[src/source/l2_config.svh]
// Sizes are fixed and consistent by hand; changing one needs the derived values edited as well
`ifndef L2_CONFIG_SVH
`define L2_CONFIG_SVH

// Client side
`define L2_ADDR_BITS   16
`define L2_WORD_BITS   32
`define L2_WORD_BYTES  4

// Line geometry
`define L2_LINE_WORDS  4
`define L2_LINE_BITS   128
`define L2_LINE_BYTES  16

// Address split: tag | set | word index | byte offset
`define L2_SET_BITS    4
`define L2_SET_COUNT   16
`define L2_OFFSET_BITS 4
`define L2_WIDX_BITS   2
`define L2_BYTE_BITS   2
`define L2_TAG_BITS    8

// Lines visited by the reset sweep and flush, two ways per set
`define L2_LINES_TOTAL 32

`endif

[src/source/l2_pkg.sv]
// Address views assume the field widths of l2_config.svh and exactly two ways per set
`include "l2_config.svh"

package l2_pkg;

    // Controller states
    typedef enum logic [3:0] {
        ST_RESET,
        ST_RESET_WR,
        ST_IDLE,
        ST_CHECK_HIT,
        ST_TRANSLATE,
        ST_WAIT_GRANT,
        ST_WRITE_BUS,
        ST_WAIT_RESP,
        ST_CHECK_RESP,
        ST_SETUP_READ,
        ST_FLUSH_ADDR,
        ST_FLUSH_CHECK
    } ctrl_state_e;

    // Normal cached access
    typedef struct packed {
        logic [`L2_TAG_BITS-1:0]  tag;
        logic [`L2_SET_BITS-1:0]  set;
        logic [`L2_WIDX_BITS-1:0] widx;
        logic [`L2_BYTE_BITS-1:0] boff;
    } l2_cached_addr_t;

    // Direct line select, way in the lowest bit
    typedef struct packed {
        logic [`L2_ADDR_BITS-`L2_SET_BITS-2:0] unused;
        logic [`L2_SET_BITS-1:0]               set;
        logic                                  way;
    } l2_direct_addr_t;

    typedef union packed {
        l2_cached_addr_t cached;
        l2_direct_addr_t direct;
    } l2_addr_u;

endpackage

[src/source/l2_tag_if.sv]
// Results follow a read or direct select by one cycle; writes use the way selected by that access
`timescale 1ns/100ps
`include "l2_config.svh"

interface l2_tag_if;

    // Controller to array
    logic                      re;
    logic                      direct;
    logic                      we;
    logic                      invalidate;
    l2_pkg::l2_addr_u          addr;
    logic [`L2_LINE_BITS-1:0]  wdata;
    logic [`L2_LINE_BYTES-1:0] wstrb;
    logic                      wdirty;

    // Array to controller, registered
    logic                      hit;
    logic [`L2_LINE_BITS-1:0]  rdata;
    logic [`L2_ADDR_BITS-1:0]  raddr;
    logic                      rvalid;
    logic                      rdirty;

    modport ctrl (
        output re, direct, we, invalidate, addr, wdata, wstrb, wdirty,
        input  hit, rdata, raddr, rvalid, rdirty
    );

    modport mem (
        input  re, direct, we, invalidate, addr, wdata, wstrb, wdirty,
        output hit, rdata, raddr, rvalid, rdirty
    );

endinterface

[src/source/l2_tag_mem.sv]
// Two ways only with one LRU bit per set; valid flags are cleared by the controller's reset sweep
`timescale 1ns/100ps
`include "l2_config.svh"

module l2_tag_mem (
    input logic   i_clk,
    input logic   i_nrst,
    l2_tag_if.mem tag_if
);

    localparam int WAYS = 2;
    localparam int SETS = `L2_SET_COUNT;

    logic [`L2_TAG_BITS-1:0]  tag_mem   [SETS][WAYS];
    logic [`L2_LINE_BITS-1:0] data_mem  [SETS][WAYS];
    logic                     valid_mem [SETS][WAYS];
    logic                     dirty_mem [SETS][WAYS];

    // Per set, the way to evict next
    logic [SETS-1:0] lru;

    logic [`L2_SET_BITS-1:0] set_sel;
    logic [`L2_SET_BITS-1:0] set_q;
    logic                    way_sel;
    logic                    way_q;
    logic [WAYS-1:0]         way_hit;
    logic                    access;

    assign access  = tag_if.re || tag_if.direct;
    assign set_sel = tag_if.direct ? tag_if.addr.direct.set : tag_if.addr.cached.set;

    always_comb begin
        for (int w = 0; w < WAYS; w++) begin
            way_hit[w] = valid_mem[set_sel][w]
                      && (tag_mem[set_sel][w] == tag_if.addr.cached.tag);
        end
    end

    // Hit way first, LRU victim on a miss
    always_comb begin
        if (tag_if.direct) begin
            way_sel = tag_if.addr.direct.way;
        end else if (way_hit[1]) begin
            way_sel = 1'b1;
        end else if (way_hit[0]) begin
            way_sel = 1'b0;
        end else begin
            way_sel = lru[set_sel];
        end
    end

    // Selection and flags of the accessed line
    always_ff @(posedge i_clk or negedge i_nrst) begin
        if (!i_nrst) begin
            set_q         <= '0;
            way_q         <= 1'b0;
            tag_if.hit    <= 1'b0;
            tag_if.rvalid <= 1'b0;
            tag_if.rdirty <= 1'b0;
        end else if (access) begin
            set_q         <= set_sel;
            way_q         <= way_sel;
            tag_if.hit    <= tag_if.re && (|way_hit);
            tag_if.rvalid <= valid_mem[set_sel][way_sel];
            tag_if.rdirty <= dirty_mem[set_sel][way_sel];
        end
    end

    // Line read-out and array writes
    always_ff @(posedge i_clk) begin
        if (access) begin
            tag_if.rdata <= data_mem[set_sel][way_sel];
            tag_if.raddr <= {tag_mem[set_sel][way_sel], set_sel, {`L2_OFFSET_BITS{1'b0}}};
        end
        if (tag_if.we) begin
            for (int b = 0; b < `L2_LINE_BYTES; b++) begin
                if (tag_if.wstrb[b]) begin
                    data_mem[set_q][way_q][8*b +: 8] <= tag_if.wdata[8*b +: 8];
                end
            end
            tag_mem[set_q][way_q]   <= tag_if.addr.cached.tag;
            valid_mem[set_q][way_q] <= 1'b1;
            dirty_mem[set_q][way_q] <= tag_if.wdirty;
        end else if (tag_if.invalidate) begin
            valid_mem[set_q][way_q] <= 1'b0;
            dirty_mem[set_q][way_q] <= 1'b0;
        end
    end

    // The other way becomes the victim after use
    always_ff @(posedge i_clk or negedge i_nrst) begin
        if (!i_nrst) begin
            lru <= '0;
        end else if (tag_if.we && !tag_if.direct) begin
            lru[set_q] <= ~way_q;
        end else if (tag_if.re && (|way_hit)) begin
            lru[set_sel] <= ~way_sel;
        end
    end

endmodule

[src/source/l2_ctrl.sv]
// One access in flight; requests are refused during the reset sweep and while a flush runs
`timescale 1ns/100ps
`include "l2_config.svh"

module l2_ctrl (
    input  logic                       i_clk,
    input  logic                       i_nrst,
    // Client port
    input  logic                       i_req_valid,
    input  logic                       i_req_write,
    input  logic [`L2_ADDR_BITS-1:0]   i_req_addr,
    input  logic [`L2_WORD_BITS-1:0]   i_req_wdata,
    input  logic [`L2_WORD_BYTES-1:0]  i_req_wstrb,
    output logic                       o_req_ready,
    output logic                       o_resp_valid,
    output logic [`L2_WORD_BITS-1:0]   o_resp_rdata,
    // Memory bus
    input  logic                       i_req_mem_ready,
    output logic                       o_req_mem_valid,
    output logic                       o_req_mem_write,
    output logic [`L2_ADDR_BITS-1:0]   o_req_mem_addr,
    output logic [`L2_LINE_BITS-1:0]   o_req_mem_data,
    input  logic                       i_mem_data_valid,
    input  logic [`L2_LINE_BITS-1:0]   i_mem_data,
    // Flush
    input  logic                       i_flush_valid,
    output logic                       o_flush_end,
    l2_tag_if.ctrl                     tag_if
);

    localparam int CNT_W = $clog2(`L2_LINES_TOTAL);
    localparam logic [CNT_W-1:0] CNT_LAST = CNT_W'(`L2_LINES_TOTAL - 1);

    l2_pkg::ctrl_state_e state;
    l2_pkg::l2_addr_u    req_addr;

    logic                       req_write;
    logic [`L2_WORD_BITS-1:0]   req_wdata;
    logic [`L2_WORD_BYTES-1:0]  req_wstrb;
    logic [CNT_W-1:0]           cnt;
    logic                       flush_pend;
    logic                       write_flush;
    logic                       mem_valid;
    logic                       mem_write;
    logic [`L2_ADDR_BITS-1:0]   mem_addr;
    logic [`L2_LINE_BITS-1:0]   mem_line;

    logic                       accept;
    logic                       flush_start;
    logic                       dirty_line;
    logic [`L2_WIDX_BITS-1:0]   widx;
    logic [`L2_WORD_BITS-1:0]   rd_word;
    logic [`L2_ADDR_BITS-1:0]   line_addr;
    logic [`L2_SET_BITS:0]      dir_next;
    logic [`L2_LINE_BITS-1:0]   fill_line;
    logic [`L2_LINE_BITS-1:0]   hit_wdata;
    logic [`L2_LINE_BYTES-1:0]  hit_wstrb;

    assign accept      = o_req_ready && i_req_valid;
    assign flush_start = (state == l2_pkg::ST_IDLE) && flush_pend;
    assign dirty_line  = tag_if.rvalid && tag_if.rdirty;
    assign widx        = req_addr.cached.widx;
    assign rd_word     = tag_if.rdata[widx*`L2_WORD_BITS +: `L2_WORD_BITS];
    assign line_addr   = {req_addr.cached.tag, req_addr.cached.set, {`L2_OFFSET_BITS{1'b0}}};

    // Next line in sweep order, way bit first
    assign dir_next = {req_addr.direct.set, req_addr.direct.way} + 1'b1;

    // Write hit touches only the addressed word
    assign hit_wdata = {`L2_LINE_WORDS{req_wdata}};
    assign hit_wstrb = {{(`L2_LINE_BYTES - `L2_WORD_BYTES){1'b0}}, req_wstrb}
                    << (widx * `L2_WORD_BYTES);

    // Fetched line with the pending write word merged in
    always_comb begin
        fill_line = mem_line;
        if (req_write) begin
            for (int b = 0; b < `L2_WORD_BYTES; b++) begin
                if (req_wstrb[b]) begin
                    fill_line[widx*`L2_WORD_BITS + 8*b +: 8] = req_wdata[8*b +: 8];
                end
            end
        end
    end

    // Array access and single-cycle strobes
    always_comb begin
        tag_if.re         = 1'b0;
        tag_if.direct     = 1'b0;
        tag_if.we         = 1'b0;
        tag_if.invalidate = 1'b0;
        tag_if.addr       = req_addr;
        tag_if.wdata      = fill_line;
        tag_if.wstrb      = '1;
        tag_if.wdirty     = req_write;
        o_req_ready       = 1'b0;
        o_resp_valid      = 1'b0;
        o_flush_end       = 1'b0;
        case (state)
            l2_pkg::ST_IDLE: begin
                o_req_ready = !flush_pend;
                tag_if.re   = !flush_pend && i_req_valid;
                tag_if.addr = i_req_addr;
            end
            l2_pkg::ST_CHECK_HIT: begin
                if (tag_if.hit) begin
                    o_resp_valid = 1'b1;
                    tag_if.we    = req_write;
                    tag_if.wdata = hit_wdata;
                    tag_if.wstrb = hit_wstrb;
                end
            end
            l2_pkg::ST_CHECK_RESP: begin
                tag_if.we    = 1'b1;
                o_resp_valid = req_write;
            end
            l2_pkg::ST_SETUP_READ: tag_if.re = 1'b1;
            l2_pkg::ST_RESET, l2_pkg::ST_FLUSH_ADDR: tag_if.direct = 1'b1;
            l2_pkg::ST_RESET_WR: tag_if.invalidate = 1'b1;
            l2_pkg::ST_FLUSH_CHECK: begin
                // Line data is already held in the read registers
                tag_if.invalidate = 1'b1;
                o_flush_end       = !dirty_line && (cnt == '0);
            end
            default: ;
        endcase
    end

    assign o_resp_rdata    = (o_resp_valid && !req_write) ? rd_word : '0;
    assign o_req_mem_valid = mem_valid;
    assign o_req_mem_write = mem_write;
    assign o_req_mem_addr  = mem_addr;
    assign o_req_mem_data  = mem_line;

    always_ff @(posedge i_clk or negedge i_nrst) begin
        if (!i_nrst) begin
            state       <= l2_pkg::ST_RESET;
            req_addr    <= '0;
            cnt         <= CNT_LAST;
            flush_pend  <= 1'b0;
            write_flush <= 1'b0;
            mem_valid   <= 1'b0;
            mem_write   <= 1'b0;
            mem_addr    <= '0;
        end else begin
            flush_pend <= i_flush_valid || (flush_pend && !flush_start);
            case (state)
                l2_pkg::ST_RESET: state <= l2_pkg::ST_RESET_WR;
                l2_pkg::ST_RESET_WR: begin
                    if (cnt == '0) begin
                        state <= l2_pkg::ST_IDLE;
                    end else begin
                        cnt   <= cnt - 1'b1;
                        {req_addr.direct.set, req_addr.direct.way} <= dir_next;
                        state <= l2_pkg::ST_RESET;
                    end
                end
                l2_pkg::ST_IDLE: begin
                    if (flush_start) begin
                        req_addr <= '0;
                        cnt      <= CNT_LAST;
                        state    <= l2_pkg::ST_FLUSH_ADDR;
                    end else if (accept) begin
                        req_addr <= i_req_addr;
                        state    <= l2_pkg::ST_CHECK_HIT;
                    end
                end
                l2_pkg::ST_CHECK_HIT: begin
                    state <= tag_if.hit ? l2_pkg::ST_IDLE : l2_pkg::ST_TRANSLATE;
                end
                l2_pkg::ST_TRANSLATE: begin
                    // Dirty victim goes out before the fetch
                    mem_valid <= 1'b1;
                    mem_write <= dirty_line;
                    mem_addr  <= dirty_line ? tag_if.raddr : line_addr;
                    state     <= l2_pkg::ST_WAIT_GRANT;
                end
                l2_pkg::ST_WAIT_GRANT: begin
                    if (i_req_mem_ready) begin
                        mem_valid <= 1'b0;
                        state     <= mem_write ? l2_pkg::ST_WRITE_BUS : l2_pkg::ST_WAIT_RESP;
                    end
                end
                l2_pkg::ST_WRITE_BUS: begin
                    if (i_mem_data_valid) begin
                        if (write_flush) begin
                            // Revisit the same line, now invalid, to advance
                            write_flush <= 1'b0;
                            state       <= l2_pkg::ST_FLUSH_ADDR;
                        end else begin
                            mem_valid <= 1'b1;
                            mem_write <= 1'b0;
                            mem_addr  <= line_addr;
                            state     <= l2_pkg::ST_WAIT_GRANT;
                        end
                    end
                end
                l2_pkg::ST_WAIT_RESP: begin
                    if (i_mem_data_valid) begin
                        state <= l2_pkg::ST_CHECK_RESP;
                    end
                end
                l2_pkg::ST_CHECK_RESP: begin
                    state <= req_write ? l2_pkg::ST_IDLE : l2_pkg::ST_SETUP_READ;
                end
                l2_pkg::ST_SETUP_READ: state <= l2_pkg::ST_CHECK_HIT;
                l2_pkg::ST_FLUSH_ADDR: state <= l2_pkg::ST_FLUSH_CHECK;
                l2_pkg::ST_FLUSH_CHECK: begin
                    if (dirty_line) begin
                        write_flush <= 1'b1;
                        mem_valid   <= 1'b1;
                        mem_write   <= 1'b1;
                        mem_addr    <= tag_if.raddr;
                        state       <= l2_pkg::ST_WAIT_GRANT;
                    end else if (cnt == '0) begin
                        state <= l2_pkg::ST_IDLE;
                    end else begin
                        cnt   <= cnt - 1'b1;
                        {req_addr.direct.set, req_addr.direct.way} <= dir_next;
                        state <= l2_pkg::ST_FLUSH_ADDR;
                    end
                end
                default: state <= l2_pkg::ST_IDLE;
            endcase
        end
    end

    // Request payload and bus line buffer
    always_ff @(posedge i_clk) begin
        if (accept) begin
            req_write <= i_req_write;
            req_wdata <= i_req_wdata;
            req_wstrb <= i_req_wstrb;
        end
        if ((state == l2_pkg::ST_TRANSLATE) || (state == l2_pkg::ST_FLUSH_CHECK)) begin
            mem_line <= tag_if.rdata;
        end else if ((state == l2_pkg::ST_WAIT_RESP) && i_mem_data_valid) begin
            mem_line <= i_mem_data;
        end
    end

endmodule

[src/source/l2_cache.sv]
// Word-wide client port over a line-wide memory bus; the bus must answer every granted request
`timescale 1ns/100ps
`include "l2_config.svh"

module l2_cache (
    input  logic                       i_clk,
    input  logic                       i_nrst,
    // Client port
    input  logic                       i_req_valid,
    input  logic                       i_req_write,
    input  logic [`L2_ADDR_BITS-1:0]   i_req_addr,
    input  logic [`L2_WORD_BITS-1:0]   i_req_wdata,
    input  logic [`L2_WORD_BYTES-1:0]  i_req_wstrb,
    output logic                       o_req_ready,
    output logic                       o_resp_valid,
    output logic [`L2_WORD_BITS-1:0]   o_resp_rdata,
    // Memory bus
    input  logic                       i_req_mem_ready,
    output logic                       o_req_mem_valid,
    output logic                       o_req_mem_write,
    output logic [`L2_ADDR_BITS-1:0]   o_req_mem_addr,
    output logic [`L2_LINE_BITS-1:0]   o_req_mem_data,
    input  logic                       i_mem_data_valid,
    input  logic [`L2_LINE_BITS-1:0]   i_mem_data,
    // Flush
    input  logic                       i_flush_valid,
    output logic                       o_flush_end
);

    l2_tag_if tag_bus ();

    l2_ctrl u_ctrl (
        .i_clk            (i_clk),
        .i_nrst           (i_nrst),
        .i_req_valid      (i_req_valid),
        .i_req_write      (i_req_write),
        .i_req_addr       (i_req_addr),
        .i_req_wdata      (i_req_wdata),
        .i_req_wstrb      (i_req_wstrb),
        .o_req_ready      (o_req_ready),
        .o_resp_valid     (o_resp_valid),
        .o_resp_rdata     (o_resp_rdata),
        .i_req_mem_ready  (i_req_mem_ready),
        .o_req_mem_valid  (o_req_mem_valid),
        .o_req_mem_write  (o_req_mem_write),
        .o_req_mem_addr   (o_req_mem_addr),
        .o_req_mem_data   (o_req_mem_data),
        .i_mem_data_valid (i_mem_data_valid),
        .i_mem_data       (i_mem_data),
        .i_flush_valid    (i_flush_valid),
        .o_flush_end      (o_flush_end),
        .tag_if           (tag_bus.ctrl)
    );

    l2_tag_mem u_mem (
        .i_clk  (i_clk),
        .i_nrst (i_nrst),
        .tag_if (tag_bus.mem)
    );

endmodule

[config.mk]
export PLATFORM = sky130hd
export DESIGN_NAME = l2_cache
export DESIGN_NICKNAME = d
export VERILOG_FILES = /design/src/source/l2_pkg.sv /design/src/source/l2_tag_if.sv /design/src/source/l2_tag_mem.sv /design/src/source/l2_ctrl.sv /design/src/source/l2_cache.sv
export VERILOG_INCLUDE_DIRS = /design/src /design/src/source
export SDC_FILE = /design/constraint.sdc
export NUM_CORES = 2
export LEC_CHECK = 0
export ABC_AREA = 1
export BUFFER_PORTS_ARGS = -buffer_cell sky130_fd_sc_hd__buf_4
export CORE_UTILIZATION = 25
export DETAILED_ROUTE_END_ITERATION = 10
export PLACE_DENSITY = 0.45
export REMOVE_ABC_BUFFERS = 1
export SYNTH_ARGS = -nofsm -noshare
export SYNTH_HDL_FRONTEND = slang
export SYNTH_HIERARCHICAL = 1
export SYNTH_MEMORY_MAX_BITS = 65536
export SYNTH_SLANG_ARGS = --single-unit
[constraint.sdc]
create_clock -name i_clk -period 20.4 [get_ports i_clk]
set_clock_uncertainty 0.05 [all_clocks]
set_input_delay 4.08 -clock i_clk [delete_from_list [all_inputs] [get_ports i_clk]]
set_output_delay 4.08 -clock i_clk [all_outputs]
set_load 0.01 [all_outputs]
# After elaboration in Yosys (flattened, before gate mapping)
# Memory sizes are Yosys's and may differ from the RTL's.
# Cells that the tools add are included.
[word_totals]
regBits = 374
ram_bits = 4416
output_inout_bits = 181
word_cells = 7988
mem_count = 4
[memory_table]
columns = ["name", "words", "word_bits", "read_ports", "rd_clocked_by_memory_dff", "write_ports", "line", "source"]
rows = [
  ["u_mem.data_mem", 16, 256, 1, 0, 1, "l2_tag_mem.sv:15", "logic [`L2_LINE_BITS-1:0] data_mem [SETS][WAYS];"],
  ["u_mem.tag_mem", 16, 16, 1, 0, 1, "l2_tag_mem.sv:14", "logic [`L2_TAG_BITS-1:0] tag_mem [SETS][WAYS];"],
  ["u_mem.dirty_mem", 16, 2, 1, 0, 1, "l2_tag_mem.sv:17", "logic dirty_mem [SETS][WAYS];"],
  ["u_mem.valid_mem", 16, 2, 1, 0, 1, "l2_tag_mem.sv:16", "logic valid_mem [SETS][WAYS];"],
]
[classes]
n_addsub = 9
n_lt_le_gt_ge = 7
eq_ne = 21
shifts = 10
n_mux = 4026
bitwise = 3848
n_reduce_logical = 42
[op_table]
columns = ["operator", "count"]
rows = [
  ["$mux 256", 16],
  ["$mux 1", 3906],
  ["$or 1x1->1", 3844],
  ["$demux 128 s1", 16],
  ["$mux 128", 16],
  ["$bwmux 128", 4],
  ["$shift 8x34->128 const A", 4],
  ["$shiftx 8x34->128", 4],
  ["$mux 16", 13],
  ["$shiftx 128x8->32", 1],
  ["$mux 120", 1],
  ["$mux 112", 1],
  ["$mux 104", 1],
  ["$neg 32->34", 3],
  ["$mux 96", 1],
  ["$mux 88", 1],
  ["$mux 80", 1],
  ["$mux 72", 1],
  ["$mux 32", 2],
  ["$mux 64", 1],
  ["$mux 56", 1],
  ["$mux 48", 1],
  ["$pmux 16 s3", 1],
  ["$pmux 4 s12", 1],
  ["49 further kinds", 122],
]

# Depth between registers and ports, before layout
[depth]
word_depth = 31
depth_mapped = 32
ltp_nobuf = 28

# Hierarchy
# Netlist, hierarchy kept.
[by_module_without_submodules]
columns = ["mod", "instances", "cells_each", "area_each_um2"]
rows = [
  ["l2_tag_mem", 1, 10841, 171926.1],
  ["l2_ctrl", 1, 2042, 14027.2],
]

# Worst setup path before layout
# OpenSTA, ideal clock, no wires.
[synth_timing]
path_type = "in2reg"
startpoint = "in i_mem_data_valid"
endpoint = "reg u_ctrl.mem_line[0], in the netlist u_ctrl/o_req_mem_data[0] (enable)"
setup_time_ps = 792
arrival_time_ps = 13072
t_required_ps = 19558
setup_slack_ps = 6486
cell_stages = 2
path_buffers = 0
path_cell_list = "inv_1 o21ai_0"
[synth_between]
elab_chain_cells = 2
[synth_lines]
columns = ["item", "line", "source"]
rows = [
  ["start: declaration", "l2_cache.sv:23", "input logic i_mem_data_valid,"],
  ["$logic_and 1x1->1", "l2_ctrl.sv:237", "end else if ((state == l2_pkg::ST_WAIT_RESP) && i_mem_data_valid) begin"],
  ["$reduce_bool 2->1 (no source line)", "-", ""],
  ["end signal: assignment", "l2_ctrl.sv:236", "mem_line <= tag_if.rdata;"],
  ["end signal: assignment", "l2_ctrl.sv:238", "mem_line <= i_mem_data;"],
  ["end: declaration", "l2_ctrl.sv:46", "logic [`L2_LINE_BITS-1:0] mem_line;"],
]
# Every way passes these cells.
# A chain may end at the register's enable or synchronous reset.

==> results.md <==
* CP peak stage delay at 0.82 ns
* Mux share of post-synthesis cell area at 0%
* Initial antenna violation count at 83
* Cells on Worst Hold Path at 2
* Post-Synth Simple-Gate Area at 6.19%
* Via count at 116000
* Drt first pass iters at 6
* WP data arrival at 10.95 ns
* Share of cells above drive strength 1 at 11.9%
* Maximum clock frequency at 0.0995 GHz
* Commonest cells after routing, fill and taps aside: edfxtp_1 (4721), a22oi_1 (2071), nand2_1 (1765)
* Status: completed
* Post-synthesis register bit count at 4790
* Final count of hold timing violations at 0
* Hold_buf cts at 0
* Worst vdd ir at 0.000192 V
* Crit path from: i_req_addr[4]
* Worst reg2reg path depth at 17
* RSZ-0062 raised after global routing: no
* Non-filler cells, final at 23500
* Post-CTS sizing at 0
* RR Startpoint: u_ctrl/state[0]
* Clk slew on worst S/H paths at 0.06 ns
* Cells along the critical path: buf_4, nand2_1, o21ai_0, nand2_1, nand2_4, nor2_4, buf_12, buf_4, buf_4, buf_4, buf_4, a22oi_1, a21oi_1, or2_2, o31ai_1, nand2_1
* Crit path max fanout at 112
* Skew-Pair Late Insertion Delay at 1.08 ns
* H-tree levels at 6
* Startpoint types: input pin
* Post-route DRC at 0
* Max cap viols at 0
* Post-Synth XOR/XNOR Area at 0.0188%
* Number of global-route vias before repair at 113000
* Min-Delay Path Class: flop to flop
* Worst Setup End Kind: flop
* Kind of critical path: input pin to flop
* Setup TNS at 0 ns
* CTS tree: done
* GPL Wtd Cong at 0.827
* Initial Utilization at 25.1%
* Antenna viol nets, final at 0
* Area post-placement at 201000 um^2
* Port bufs at 367
* CP most frequent cell: buf_4
* Core box area at 741000 um^2
* Tmin final at 10.05 ns
* Sequential area share after synthesis at 77.2%
* Total Routing Usage GR at 17.5%
* CTS Buffer Depth at 4
* Synth Instances at 12900
* Detail-routed via count per cell at 4.96
* Slowest stage cell, crit path: buf_4
* Period Utilization, post-route at 49.3%
* Worst reg2reg path endpoint: u_mem/tag_if.rdata[26]
* Largest net degree at the start of global routing at 154
* Die Span X at 864 um
* Boundary Pins at 368
* Hold endpoint: u_ctrl/o_req_mem_addr[12]
* Grt ovf at 0
* Critical Path RT at 21.30 ns
* Commonest non-fill, non-tap cell in the layout: edfxtp_1
* TritonCTS buffer count at 523
* Total clock sinks at 4790
* LEAKAGE at 72.8 nW
* Pwr dens at 151 nW/um^2
* Worst Tran Pin Value at 1.27 ns
* DRT iter0 DRCs at 13400
* Routed wire length per instance at 29.1 um
* Post-Synth Adder-Cell Area at 0.0606%
* Worst reg2reg setup slack at 12.02 ns
* Yosys warning count at 6
* # nets final at 13400
* Max-slew headroom at 15.5%
* Pins Over Slew Limit at 0
* Synth Area in Compound Gates at 13.7%
* Syn Area/Cell at 14.4 um^2
* CTS Root Cell: clkbuf_16
* Area grow syn2layout at 16.6%
* First-pass GRT wire length at 937000 um
* Most area-consuming cells after synthesis: edfxtp_1 (76%), a22oi_1 (8.4%), nand2_1 (3.6%), a21oi_1 (2.9%), nor2_1 (1.6%)
* Die ar. at 747000 um^2
* Final HPWL from detailed placement at 429000 um
* Dpl cells at 22600
* Hold Startpoint: u_ctrl/o_req_mem_addr[12]
* Final Cell Area at 217000 um^2
* Largest area contributor in the netlist: edfxtp_1
* # rows at 316
* Top-area cell type share of the netlist area at 76.2%
* Wirelength, routed at 684000 um
* Mapped cell area at 186000 um^2
* Die Height at 864 um
* Largest family of logic cells by synthesized area: compound AO/OA/AOI/OAI gates
* Post-synth cell types at 44
* Post-CTS Setup Repair Bufs at 0
* Final setup vio count at 0
## how the worst max path moves through the flow
stage | slack (ns) | to
floorplan | -26.59 | u_mem/lru[0]
global placement | 9.46 | u_mem/tag_if.rdata[26]
detailed placement | 9.33 | u_mem/tag_if.rdata[24]
CTS | 10.54 | u_mem/tag_if.rdata[31]
global route | 10.04 | u_mem/tag_if.rdata[31]
finish | 10.35 | u_mem/tag_if.rdata[26]
## routing by layer
metal	part of all wire (%)	GRT usage, %
met2	46	27.7
met1	43	24.3
met5	0.015	0
met4	3.0	5.05
met3	7.7	3.52
## worst max-delay path, delay by kind of cell
| kind | cells | cell delay, ns |
|---|---|---|
| buf+inv | 6 | 3.54 |
| compound gates | 4 | 0.70 |
| simple gates | 6 | 2.15 |
## metrics by stage
step	util (%)	setup slack (ns)	hold slack [ns]	power, mW
global route	29.2	10.04	0.449	34.1
global placement	27.1	9.46	0.410	23.9
finish	29.3	10.35	0.421	32.8
detailed placement	27.1	9.33	0.413	23.9
CTS	29.2	10.54	0.426	33.0
floorplan	-	-26.59	0.399	18.9
## flip-flops by register name, indices dropped and copies added, names as in the netlist, 4 cells and up
name and cells:
u_ctrl/req_wstrb 4, u_ctrl/cnt 5, u_ctrl/o_req_mem_data 128, u_ctrl/state 4, u_mem/dirty_mem 32, u_ctrl/req_addr 16, u_ctrl/o_req_mem_addr 16, u_mem/tag_mem 256
u_mem/valid_mem 32, u_mem/tag_if.raddr 12, u_ctrl/req_wdata 32, u_mem/lru 16, u_mem/tag_if.rdata 128, u_mem/data_mem 4096, u_mem/set_q 4
## power breakdown
part,internal [mW],total (mW),switching (mW)
combinational,2.69,11.0,8.35
sequential,12.1,12.6,0.542
clock,5.11,9.12,4.01
## synthesized netlist by cell type (all sizes together)
library cell and instances:
edfxtp 4721, a22oi 2071, nand2 1784, a21oi 1070, nor2 784, clkbuf 703
inv 438, o21ai 432, buf 166, o31ai 149, or2 139, o41ai 128
nand3 126, dfrtp 64, o22ai 22, nand3b 16, nor3 16, clkinv 10
ha 9, nand4 9, a41oi 8, dfstp 5, a31oi 4, xor2 3
nor4 2, conb 1, o211ai 1, o21bai 1, xnor2 1
## logic make-up (layout without fill, tap and decap cells)
family,count (synthesis),count (layout)
AOI/OAI and AO/OA,3886,3886
other,1,39
DFF,4790,4790
and+or+nand+nor,2876,2876
adders and majority gates,9,9
xor gates and xnor gates,4,4
buffers and inverters,1317,2036
## layout make-up
| cell class | count | area (um^2) |
|---|---|---|
| well taps | 9858 | 12300 |
| fillers | 74900 | 524000 |
| inverters | 448 | 1800 |
| repair buffers | 688 | 5300 |
| diodes | 35 | 87.6 |
| multi-input cells | 6779 | 37600 |
| flip-flops and latches | 4790 | 144000 |
| clock buffers | 677 | 13900 |
| clock inverters | 223 | 2220 |
Power figures use the tool's default switching activity.
